## src/hdl/tpuMath_defs.svh

```systemverilog
// Math stage sizing macros shared by packages and RTL
`ifndef TPU_MATH_DEFS_SVH
`define TPU_MATH_DEFS_SVH

//////////////////////////////////////////////////
// Latencies and queue depths
//////////////////////////////////////////////////

// Multiply latency, also the multiply queue depth
`define MLT_DEPTH 7

// Add latency, also the add queue depth
`define ADD_DEPTH 5

//////////////////////////////////////////////////
// Field widths
//////////////////////////////////////////////////

`define ISSUE_WIDTH 6   // Wrapping issue number
`define DATA_WIDTH 16   // Operands and results
`define REG_WIDTH 5     // Destination register index

`endif

```

## src/hdl/tpuDataPkg.sv

```systemverilog
// Data, issue and queue occupancy types for the math stage
package tpuDataPkg;

`include "tpuMath_defs.svh"

	//////////////////////////////////////////////////
	// Payload fields
	//////////////////////////////////////////////////

	typedef logic [`DATA_WIDTH-1:0] dataWord;    // Operand or result
	typedef logic [`REG_WIDTH-1:0] regIndex;     // Destination register
	typedef logic [`ISSUE_WIDTH-1:0] issueNo;    // Wraps, compared by difference

	//////////////////////////////////////////////////
	// Timing and occupancy
	//////////////////////////////////////////////////

	// Free-running cycle count for release times
	typedef logic [7:0] cycleStamp;

	// Deeper of the two latency queues
	localparam int maxDepth = (`MLT_DEPTH > `ADD_DEPTH) ? `MLT_DEPTH : `ADD_DEPTH;

	// Wide enough for the fill level of either queue
	typedef logic [$clog2(maxDepth + 1)-1:0] queueCount;

endpackage

```

## src/hdl/tpuOpPkg.sv

```systemverilog
// Operation class and issue state encodings for the math stage
package tpuOpPkg;

	//////////////////////////////////////////////////
	// Operation class
	//////////////////////////////////////////////////

	// Value doubles as the queue index in the token pipe
	typedef enum logic {
		classAdd = 1'b0,
		classMul = 1'b1
	} opClass;

	//////////////////////////////////////////////////
	// Issue stage FSM
	//////////////////////////////////////////////////

	typedef enum logic {
		idle   = 1'b0,  // No token on the strobe
		issued = 1'b1   // Token valid this cycle
	} issueState;

endpackage

```

## src/hdl/mathIssue.sv

```systemverilog
// Issue stage that accepts operations, stamps issue numbers and computes results
`timescale 1ns/1ps

module mathIssue
	import tpuDataPkg::*, tpuOpPkg::*;
(
	input logic clock,
	input logic reset,
	input logic inValid,
	input opClass inClass,
	input dataWord inA,
	input dataWord inB,
	input regIndex inDest,
	input logic mlFull,
	input logic adFull,
	output logic busy,
	output logic tokenValid,
	output opClass tokenClass,
	output dataWord tokenResult,
	output regIndex tokenDest,
	output issueNo tokenIssue
);

	issueState state;
	issueNo issueCount;  // Number given to the next accepted op
	logic accept;
	dataWord result;

	//////////////////////////////////////////////////
	// Acceptance
	//////////////////////////////////////////////////

	// Only the queue of the requested class matters
	assign busy = (inClass == classMul) ? mlFull : adFull;
	assign accept = inValid & ~busy;

	// Product keeps only its low half
	assign result = (inClass == classMul) ? inA * inB : inA + inB;

	//////////////////////////////////////////////////
	// Token strobe FSM
	//////////////////////////////////////////////////

	always_ff @(posedge clock) begin
		if (reset) begin
			state <= idle;
		end else begin
			case (state)
				idle: if (accept) state <= issued;
				issued: if (!accept) state <= idle;  // Back-to-back ops stay here
				default: state <= idle;
			endcase
		end
	end

	assign tokenValid = (state == issued);

	always_ff @(posedge clock) begin
		if (reset)
			issueCount <= '0;
		else if (accept)
			issueCount <= issueCount + 1'b1;
	end

	// Payload follows the strobe
	always_ff @(posedge clock) begin
		if (accept) begin
			tokenClass <= inClass;
			tokenResult <= result;
			tokenDest <= inDest;
			tokenIssue <= issueCount;
		end
	end

endmodule

```

## src/hdl/mathTokenPipe.sv

```systemverilog
// Latency queues per class with age-ordered release of finished tokens
`timescale 1ns/1ps

`include "tpuMath_defs.svh"

module mathTokenPipe
	import tpuDataPkg::*, tpuOpPkg::*;
(
	input logic clock,
	input logic reset,
	input logic tokenValid,
	input opClass tokenClass,
	input dataWord tokenResult,
	input regIndex tokenDest,
	input issueNo tokenIssue,
	input logic outStall,
	output logic mlFull,
	output logic adFull,
	output logic outValid,
	output opClass outClass,
	output dataWord outResult,
	output regIndex outDest,
	output issueNo outIssue
);

	cycleStamp cycleCount;
	issueNo nextIssue;     // Reference point for head ages

	// Per-class head view, indexed by opClass
	logic [1:0] headFinished;
	logic [1:0] fullLevel;
	logic [1:0] pop;
	dataWord headResult [2];
	regIndex headDest [2];
	issueNo headIssue [2];
	queueCount occupancy [2];

	issueNo mulAge;
	issueNo addAge;
	logic pickMul;

	always_ff @(posedge clock) begin
		if (reset) begin
			cycleCount <= '0;
			nextIssue <= '0;
		end else begin
			cycleCount <= cycleCount + 1'b1;
			if (tokenValid)
				nextIssue <= tokenIssue + 1'b1;
		end
	end

	//////////////////////////////////////////////////
	// Latency queues, one per class
	//////////////////////////////////////////////////

	for (genvar cls = 0; cls < 2; cls++) begin : gQueue
		localparam int depth = (cls == int'(classMul)) ? `MLT_DEPTH : `ADD_DEPTH;
		localparam int addrWidth = (depth > 1) ? $clog2(depth) : 1;
		localparam int countWidth = $clog2(depth + 1);

		logic write;
		logic full;
		logic empty;
		logic [addrWidth-1:0] writeAddr;
		logic [addrWidth-1:0] readAddr;
		logic [countWidth-1:0] count;
		logic [depth-1:0] done;  // Sticky, release cycle already passed

		dataWord resultMem [depth];
		regIndex destMem [depth];
		issueNo issueMem [depth];
		cycleStamp releaseMem [depth];

		assign write = tokenValid & (tokenClass == opClass'(cls));

		ringBufferControl #(
			.numEntry(depth)
		) ringCtrl (
			.clock(clock),
			.reset(reset),
			.write(write),
			.read(pop[cls]),
			.writeAddr(writeAddr),
			.readAddr(readAddr),
			.full(full),
			.empty(empty),
			.count(count)
		);

		always_ff @(posedge clock) begin
			if (write) begin
				resultMem[writeAddr] <= tokenResult;
				destMem[writeAddr] <= tokenDest;
				issueMem[writeAddr] <= tokenIssue;
				releaseMem[writeAddr] <= cycleCount + cycleStamp'(depth);
			end
		end

		// Keeps a finished entry finished through long stalls
		always_ff @(posedge clock) begin
			if (reset) begin
				done <= '0;
			end else begin
				for (int i = 0; i < depth; i++) begin
					if (write && (writeAddr == addrWidth'(i)))
						done[i] <= 1'b0;
					else if (cycleCount == releaseMem[i])
						done[i] <= 1'b1;
				end
			end
		end

		assign headFinished[cls] = ~empty &
			(done[readAddr] | (cycleCount == releaseMem[readAddr]));
		assign headResult[cls] = resultMem[readAddr];
		assign headDest[cls] = destMem[readAddr];
		assign headIssue[cls] = issueMem[readAddr];
		assign occupancy[cls] = queueCount'(count);

		// Counts the token already on the strobe
		assign fullLevel[cls] = full |
			(write & (occupancy[cls] == queueCount'(depth - 1)));

		// A stalled head must not lose its finished state
		assert property (@(posedge clock) disable iff (reset)
			headFinished[cls] && outStall |=> headFinished[cls])
			else $error("mathTokenPipe: finished head dropped during stall");
	end

	assign mlFull = fullLevel[classMul];
	assign adFull = fullLevel[classAdd];

	//////////////////////////////////////////////////
	// Age arbitration and release
	//////////////////////////////////////////////////

	assign mulAge = nextIssue - headIssue[classMul];
	assign addAge = nextIssue - headIssue[classAdd];

	// Larger age means issued earlier
	assign pickMul = headFinished[classMul] &
		(~headFinished[classAdd] | (mulAge > addAge));

	assign outValid = (|headFinished) & ~outStall;
	assign pop = {outValid & pickMul, outValid & ~pickMul};

	assign outClass = pickMul ? classMul : classAdd;
	assign outResult = headResult[pickMul];
	assign outDest = headDest[pickMul];
	assign outIssue = headIssue[pickMul];

endmodule

```

## src/hdl/mathUnit.sv

```systemverilog
// Math execution stage top joining the issue stage and the token pipe
`timescale 1ns/1ps

module mathUnit
	import tpuDataPkg::*, tpuOpPkg::*;
(
	input logic clock,
	input logic reset,
	input logic inValid,
	input opClass inClass,
	input dataWord inA,
	input dataWord inB,
	input regIndex inDest,
	input logic outStall,
	output logic busy,
	output logic outValid,
	output opClass outClass,
	output dataWord outResult,
	output regIndex outDest,
	output issueNo outIssue
);

	// Issue stage to token pipe
	logic tokenValid;
	opClass tokenClass;
	dataWord tokenResult;
	regIndex tokenDest;
	issueNo tokenIssue;
	logic mlFull;
	logic adFull;

	mathIssue issue (
		.clock(clock),
		.reset(reset),
		.inValid(inValid),
		.inClass(inClass),
		.inA(inA),
		.inB(inB),
		.inDest(inDest),
		.mlFull(mlFull),
		.adFull(adFull),
		.busy(busy),
		.tokenValid(tokenValid),
		.tokenClass(tokenClass),
		.tokenResult(tokenResult),
		.tokenDest(tokenDest),
		.tokenIssue(tokenIssue)
	);

	mathTokenPipe tokenPipe (
		.clock(clock),
		.reset(reset),
		.tokenValid(tokenValid),
		.tokenClass(tokenClass),
		.tokenResult(tokenResult),
		.tokenDest(tokenDest),
		.tokenIssue(tokenIssue),
		.outStall(outStall),
		.mlFull(mlFull),
		.adFull(adFull),
		.outValid(outValid),
		.outClass(outClass),
		.outResult(outResult),
		.outDest(outDest),
		.outIssue(outIssue)
	);

endmodule

```

## src/hdl/ringBufferControl.sv

```systemverilog
// Pointer and occupancy control for one circular queue of any depth
`timescale 1ns/1ps

module ringBufferControl #(
	parameter int numEntry = 4,
	localparam int addrWidth = (numEntry > 1) ? $clog2(numEntry) : 1,
	localparam int countWidth = $clog2(numEntry + 1)
) (
	input logic clock,
	input logic reset,
	input logic write,
	input logic read,
	output logic [addrWidth-1:0] writeAddr,
	output logic [addrWidth-1:0] readAddr,
	output logic full,
	output logic empty,
	output logic [countWidth-1:0] count
);

	localparam logic [addrWidth-1:0] lastAddr = addrWidth'(numEntry - 1);

	// Depth need not be a power of two, so wrap explicitly
	function automatic logic [addrWidth-1:0] advance(input logic [addrWidth-1:0] ptr);
		return (ptr == lastAddr) ? '0 : ptr + 1'b1;
	endfunction

	always_ff @(posedge clock) begin
		if (reset) begin
			writeAddr <= '0;
			readAddr <= '0;
			count <= '0;
		end else begin
			if (write)
				writeAddr <= advance(writeAddr);
			if (read)
				readAddr <= advance(readAddr);
			case ({write, read})
				2'b10: count <= count + 1'b1;
				2'b01: count <= count - 1'b1;
				default: count <= count;  // Both or neither
			endcase
		end
	end

	assign full = (count == countWidth'(numEntry));
	assign empty = (count == '0);

	// Callers must hold off on their own
	assert property (@(posedge clock) disable iff (reset) write |-> !full)
		else $error("ringBufferControl: write while full");
	assert property (@(posedge clock) disable iff (reset) read |-> !empty)
		else $error("ringBufferControl: read while empty");

endmodule

```

## config.mk

```make
export PLATFORM = sky130hd
export DESIGN_NAME = mathUnit
export DESIGN_NICKNAME = d
export VERILOG_FILES = /design/src/hdl/tpuDataPkg.sv /design/src/hdl/tpuOpPkg.sv /design/src/hdl/mathIssue.sv /design/src/hdl/mathTokenPipe.sv /design/src/hdl/mathUnit.sv /design/src/hdl/ringBufferControl.sv
export VERILOG_INCLUDE_DIRS = /design/src /design/src/hdl
export SDC_FILE = /design/constraint.sdc
export NUM_CORES = 1
export LEC_CHECK = 0
export BUFFER_PORTS_ARGS = -buffer_cell sky130_fd_sc_hd__buf_2
export CORE_UTILIZATION = 40
export CTS_CLUSTER_DIAMETER = 120
export DETAILED_ROUTE_END_ITERATION = 6
export PLACE_DENSITY_LB_ADDON = 0.3
export SYNTH_ARGS = -nofsm -noshare
export SYNTH_HDL_FRONTEND = slang
export SYNTH_SLANG_ARGS = --single-unit
```

## constraint.sdc

```tcl
create_clock -name clock -period 13.28 [get_ports clock]
set_input_delay 1.328 -clock clock [delete_from_list [all_inputs] [get_ports clock]]
set_output_delay 1.328 -clock clock [all_outputs]
set_load 0.05 [all_outputs]
```

**Word-level counts from Yosys, hierarchy flattened**

Memory sizes are Yosys's and may differ from the RTL's. A register that Yosys moved wholly into a read port is not among the register bits.
Index checks and enable logic that the tools add are counted.

- Bits in writable memories: 420
- Output and inout port bits: 30
- Register bits: 79
- Word-level logic and storage cells: 187
- Memories kept: 8

Memories:

| memory | depth | bits a word | rd ports | clocked after Yosys merged registers in | write ports | RTL line | source |
|---|---|---|---|---|---|---|---|
| tokenPipe.gQueue[1].resultMem | 7 | 16 | 1 | 1 | 1 | mathTokenPipe.sv:70 | `dataWord resultMem [depth];` |
| tokenPipe.gQueue[0].resultMem | 5 | 16 | 1 | 1 | 1 | mathTokenPipe.sv:70 |  |
| tokenPipe.gQueue[1].releaseMem | 7 | 8 | 8 | 1 | 1 | mathTokenPipe.sv:73 | `cycleStamp releaseMem [depth];` |
| tokenPipe.gQueue[1].issueMem | 7 | 6 | 1 | 1 | 1 | mathTokenPipe.sv:72 | `issueNo issueMem [depth];` |
| tokenPipe.gQueue[0].releaseMem | 5 | 8 | 6 | 1 | 1 | mathTokenPipe.sv:73 |  |
| tokenPipe.gQueue[1].destMem | 7 | 5 | 1 | 1 | 1 | mathTokenPipe.sv:71 | `regIndex destMem [depth];` |
| 2 more memories | n/a | n/a | n/a | n/a | n/a | n/a |  |

- Eq/ne operators: 34
- Mux-type cells: 43
- Multiply operators: 1
- $lt $le $gt $ge: 4
- Bitwise operators: 24
- $add $sub $neg: 16
- Reductions and logical operators: 31

Operator list:

| cell | count |
|---|---|
| $eq A8 B8 Y1 | 14 |
| $mux W16 | 4 |
| $mux W3 | 20 |
| $eq A3 B3 Y1 const B | 10 |
| $reduce_or A2 Y1 | 13 |
| $add A3 B1 Y3 const B | 6 |
| $mux W6 | 3 |
| $add A16 B16 Y16 | 1 |
| $add A8 B3 Y8 const B | 2 |
| $mul A16 B16 Y16 | 1 |
| $mux W5 | 3 |
| $add A6 B1 Y6 const B | 2 |
| $eq A3 B2 Y1 const B | 4 |
| $logic_and A1 B1 Y1 | 12 |
| $logic_not A3 Y1 | 4 |
| $pmux W3 S2 | 2 |
| $sub A6 B6 Y6 | 2 |
| $and A1 B1 Y1 | 11 |
| $mux W1 | 9 |
| $add A8 B1 Y8 const B | 1 |
| $lt A3 B4 Y1 const B | 2 |
| $not A1 Y1 | 7 |
| $bmux W1 S3 | 2 |
| $eq A3 B1 Y1 const B | 2 |
| 8 further kinds | 16 |

**Longest topological paths before layout**

- Depth after elaboration: 11
- Depth in mapped cells: 27
- Depth with buffers taken out: 23

**Cells and area by module**

From an unflattened synthesis, not the netlist that was laid out.

- Cells, all modules: 1918
- Area, all modules: 27108.5 um2

Modules (own cells, without submodules):

| module | instances | cells each | sequential area each (um2) | area an instance (um2) |
|---|---|---|---|---|
| mathTokenPipe | 1 | 1180 | 14093.5 | 20378.3 |
| mathIssue | 1 | 633 | 980.9 | 5846.9 |
| ringBufferControl (tokenPipe.gQueue[0].ringCtrl) | 1 | 55 | 180.2 | 469.2 |
| ringBufferControl (tokenPipe.gQueue[1].ringCtrl) | 1 | 50 | 180.2 | 414.1 |

**Least setup slack after synthesis**

No wires, ideal clock.

- Path type: register to output
- From: register with a tool-made name
- To: output outDest[1]
- Data required time: 11.952 ns
- Arrival time: 5.356 ns
- Cell stages (with the launch flop): 22
- Setup slack: 6.596 ns
- Cells stage by stage: dfxtp_1 -> buf_1 -> clkbuf_1 -> buf_1 -> clkbuf_1 -> o21ai_0 -> mux2i_1 -> ha_1 -> a21o_1 -> a21o_1 -> a21o_1 -> a21oi_1 -> xnor2_1 -> ha_1 -> nand3_1 -> nand2_1 -> a21oi_1 -> a2111oi_4 -> or2_1 -> buf_6 -> buf_12 -> mux2i_1

RTL lines:

| what | RTL line | source |
|---|---|---|
| to (decl) | mathUnit.sv:19 | `output regIndex outDest,` |

==> reports/results.tsv <==
stage	metric	value	unit
placement	post-place-ws	6.36	ns
critical_path	r2r_setup_slack	7.59	ns
hold_path	hp-class	reg -> reg	
timing	slew_violations	0	
drt	ant_nets	0	
run	drv_cap	0	
clock_tree	numCtsBuffers	50	
grt	grt-ovfl-total	0	
critical_path	worstPathArrival	6.10	ns
pwr	p_leak	0.0110	uW
clock_tree	insertion_delay	0.57	ns
critical_path	crit_path_start_kind	register	
clock_tree	tritoncts	done	
critical_path	r2r_cells	22	
cells_and_area	area_delta_synth_final	10.7	%
die	die_w	264	um
synthesis	avgSynthCellArea	14.0	sq um
synthesis	synth-main-ff-cell	edfxtp_1	
critical_path	r2r_end	tokenPipe.gQueue[1].ringCtrl.count[2]	
critical_path	endpoint	outResult[14]	
cells_and_area	antenna_cells	0	
critical_path	cp.depth	17	
cells_and_area	drive_gt1_share	13.8	%
synthesis	syn_inst	1950	
critical_path	cp.required	11.95	ns
synthesis	synth_edf_count	480	
clock_tree	postCtsHoldBufs	0	
cells_and_area	final_util	44.9	%
synthesis	async_flop_share	0	%
cells_and_area	nNetsFinal	2239	
timing	rsz0062_at_grt	false	
cells_and_area	final_common_cell	edfxtp_1	
pwr	total_power	4480	uW
drt	drc	0	
critical_path	cp_max_fo	37	
placement	hpwl	40700	um
placement	portBuffers	71	
timing	hold_viol	0	
cells_and_area	final_area	30300	sq um
timing	fin_tns_setup	0	ns
grt	antenna_found_initial	1	
pwr	p_per_area	148	nW/um^2
critical_path	crit_type	reg -> out	
synthesis	yosys-top-cells-area	edfxtp_1, fa_1, mux4_2, xor2_1, ha_1	
pwr	ir_drop	0.123	mV
drt	drt-wirelength-per-cell	21.7	um
timing	relSlewSlack	26.8	%
critical_path	slowest_delay	0.67	ns
synthesis	yosys_warnings	0	
critical_path	critPathTopFamily	multiplexers	
synthesis	syn_area	27400	sq um
grt	grt_max_degree	67	
clock_tree	postCtsSetupBuffers	0	
die	die_y	264	um
die	io_pins	72	
timing	max_freq	0.135	GHz
drt	drt_iter0_drc	1117	
clock_tree	htree_levels	2	
timing	tightest_slew	1.09	ns
drt	vias_per_cell	5.37	
synthesis	synth-seq-cells	537	
grt	grt_pass1_wl	97400	um
timing	finClkSkew	0.0156	ns
die	die_area	69400	sq um
clock_tree	cts-resized-gates	0	
synthesis	yosysSeqAreaShare	56.9	%
die	core	67400	sq um
critical_path	end_kind	primary output	
clock_tree	cts.sinks	537	
timing	finalSetupViolations	0	
critical_path	worst-path-buf-inv	4	
synthesis	synth_nets	2171	
grt	grt_pass1_vias	16300	
placement	gp_congestion	0.863	
drt	vias	15700	
timing	period_needed	7.43	ns
clock_tree	clk_pin_slew	0.06	ns
timing	fin_ws	5.85	ns
critical_path	crit_path_cell_trace	buf_4 -> mux4_2 -> mux2_2 -> ha_1 -> inv_1 -> fa_1 -> inv_1 -> ha_1 -> nor2b_1 -> o21a_1 -> o21a_1 -> o21ai_0 -> a21oi_1 -> a2111oi_4 -> or2_2 -> mux2i_1 -> buf_2	
timing	finalCritPeriodShare	55.9	%
synthesis	yosysUniqueCellTypes	64	
die	row_count	95	
drt	wl	63500	um
drt	drtPass1Iterations	5	
cells_and_area	final_cell_mix	edfxtp_1, inv_1, xor2_1	
synthesis	synth_top_area_cell	edfxtp_1	
grt	grtUsageTotal	18.4	%
synthesis	synth_top_area_share	52.7	%
clock_tree	cts_root_buffer	clkbuf_16	
placement	postPlaceCellArea	28700	sq um
outcome	status	finished clean	
clock_tree	clockBufferDepth	3	
die	initial_core_util	40.6	%
critical_path	slowest_stage	mux2i_1	
where the power goes:
| part | internal [uW] | leakage [uW] | switching [uW] |
|---|---|---|---|
| Combinational | 464 | 0.00537 | 612 |
| Sequential | 1950 | 0.00484 | 67.7 |
| Clock | 776 | 0.000752 | 605 |
| Total | 3190 | 0.0110 | 1280 |
layout make-up:
type	count	area, sq um
Tap cell	873	1090
Sequential cell	537	15600
Inverter	158	593
Clock inverter	21	209
Multi-Input combinational cell	1171	10900
Fill cell	5961	37100
Clock buffer	71	1360
Timing Repair Buffer	100	573
cells in the mapped netlist, types with 2 or more instances:
master     number
nand2_1       132
buf_2           7
o41ai_1         3
fa_1           85
nor2_1         68
nor3_1         23
edfxtp_1      480
o22ai_1         5
a22oi_1         2
nand4_1         4
a211oi_1       21
o2111ai_1       3
o21a_1          3
or3_1          15
a21o_1         14
nor2b_1         6
and3_1          7
xor2_1        135
o211ai_1       23
buf_12          2
a31oi_1         2
nor4_1         27
o31ai_1         5
o21ai_0        55
nand3_1        20
nand2b_1        7
mux4_1          3
inv_1         158
ha_1           94
a221oi_1        2
and4_1          2
buf_1          21
a21oi_1        58
mux2i_1       108
mux4_2         73
or2_2           3
mux2_2         16
a22o_1          3
o32ai_1         2
xnor2_1        56
dfxtp_1        57
buf_6           4
and2_1         67
clkbuf_1       49
cell families after synthesis:
family          count (synthesis)  share of synthesized area [%]
fa+ha+maj                     179                           10.5
compound gates                213                           5.00
xor+xnor                      192                           6.20
simple gates                  386                           6.86
buf+inv                       242                           3.62
mux                           201                           10.9
flops                         537                           56.9
flip-flops by register name (all words and copies together) (netlist names), named ones only:
signal                               cells
tokenPipe.gQueue.ringCtrl.count          6
issue.tokenClass                         1
issue.issueCount                         6
issue.tokenDest                          5
tokenPipe.gQueue.issueMem               72
tokenPipe.gQueue.ringCtrl.writeAddr      6
tokenPipe.cycleCount                     8
issue.tokenResult                       16
tokenPipe.gQueue.resultMem             192
issue.tokenValid                         1
tokenPipe.nextIssue                      6
tokenPipe.gQueue.destMem                60
tokenPipe.gQueue.releaseMem            128
tokenPipe.gQueue.ringCtrl.readAddr       6
issue.tokenIssue                         6
tokenPipe.gQueue.done                   12
metal layers:
layer,share of wire (%),track usage (%),vias to the layer above
met5,0,0,-
met4,2.2,4.99,0
met3,5.8,3.16,87
met2,48,30.6,453
met1,44,24.8,7991
li1,-,-,7211
through the flow:
step / hold WS [ns] / std cells
2_1_floorplan: 0.428 / 1950
3_3_place_gp: 0.440 / 2839
3_5_place_dp: 0.446 / 2839
4_1_cts: 0.459 / 2931
5_1_grt: 0.474 / 2931
6_report: 0.455 / 2931
how the worst min path moves through the flow:
stage                           to  cells after the start           startpoint  slack [ns]
2_1_floorplan  issue.tokenIssue[5]                      0  issue.issueCount[5]        0.43
3_3_place_gp   issue.tokenIssue[5]                      0  issue.issueCount[5]        0.44
3_5_place_dp   issue.tokenIssue[5]                      0  issue.issueCount[5]        0.45
4_1_cts        issue.tokenIssue[5]                      0  issue.issueCount[5]        0.46
5_1_grt        issue.tokenIssue[5]                      0  issue.issueCount[5]        0.47
6_report       issue.tokenIssue[5]                      0  issue.issueCount[5]        0.45
worst reg2reg max path, delay by kind of cell (launching register included):
family / cells / cell delay, ns
DFF: 1 / 0.31
xor gates and xnor gates: 2 / 0.26
and+or+nand+nor: 4 / 0.94
adders and majority gates: 4 / 1.19
muxes: 2 / 0.89
AOI/OAI and AO/OA: 7 / 1.26
buffers and inverters: 3 / 0.79
No activity file was read; power rests on OpenSTA's default activity.
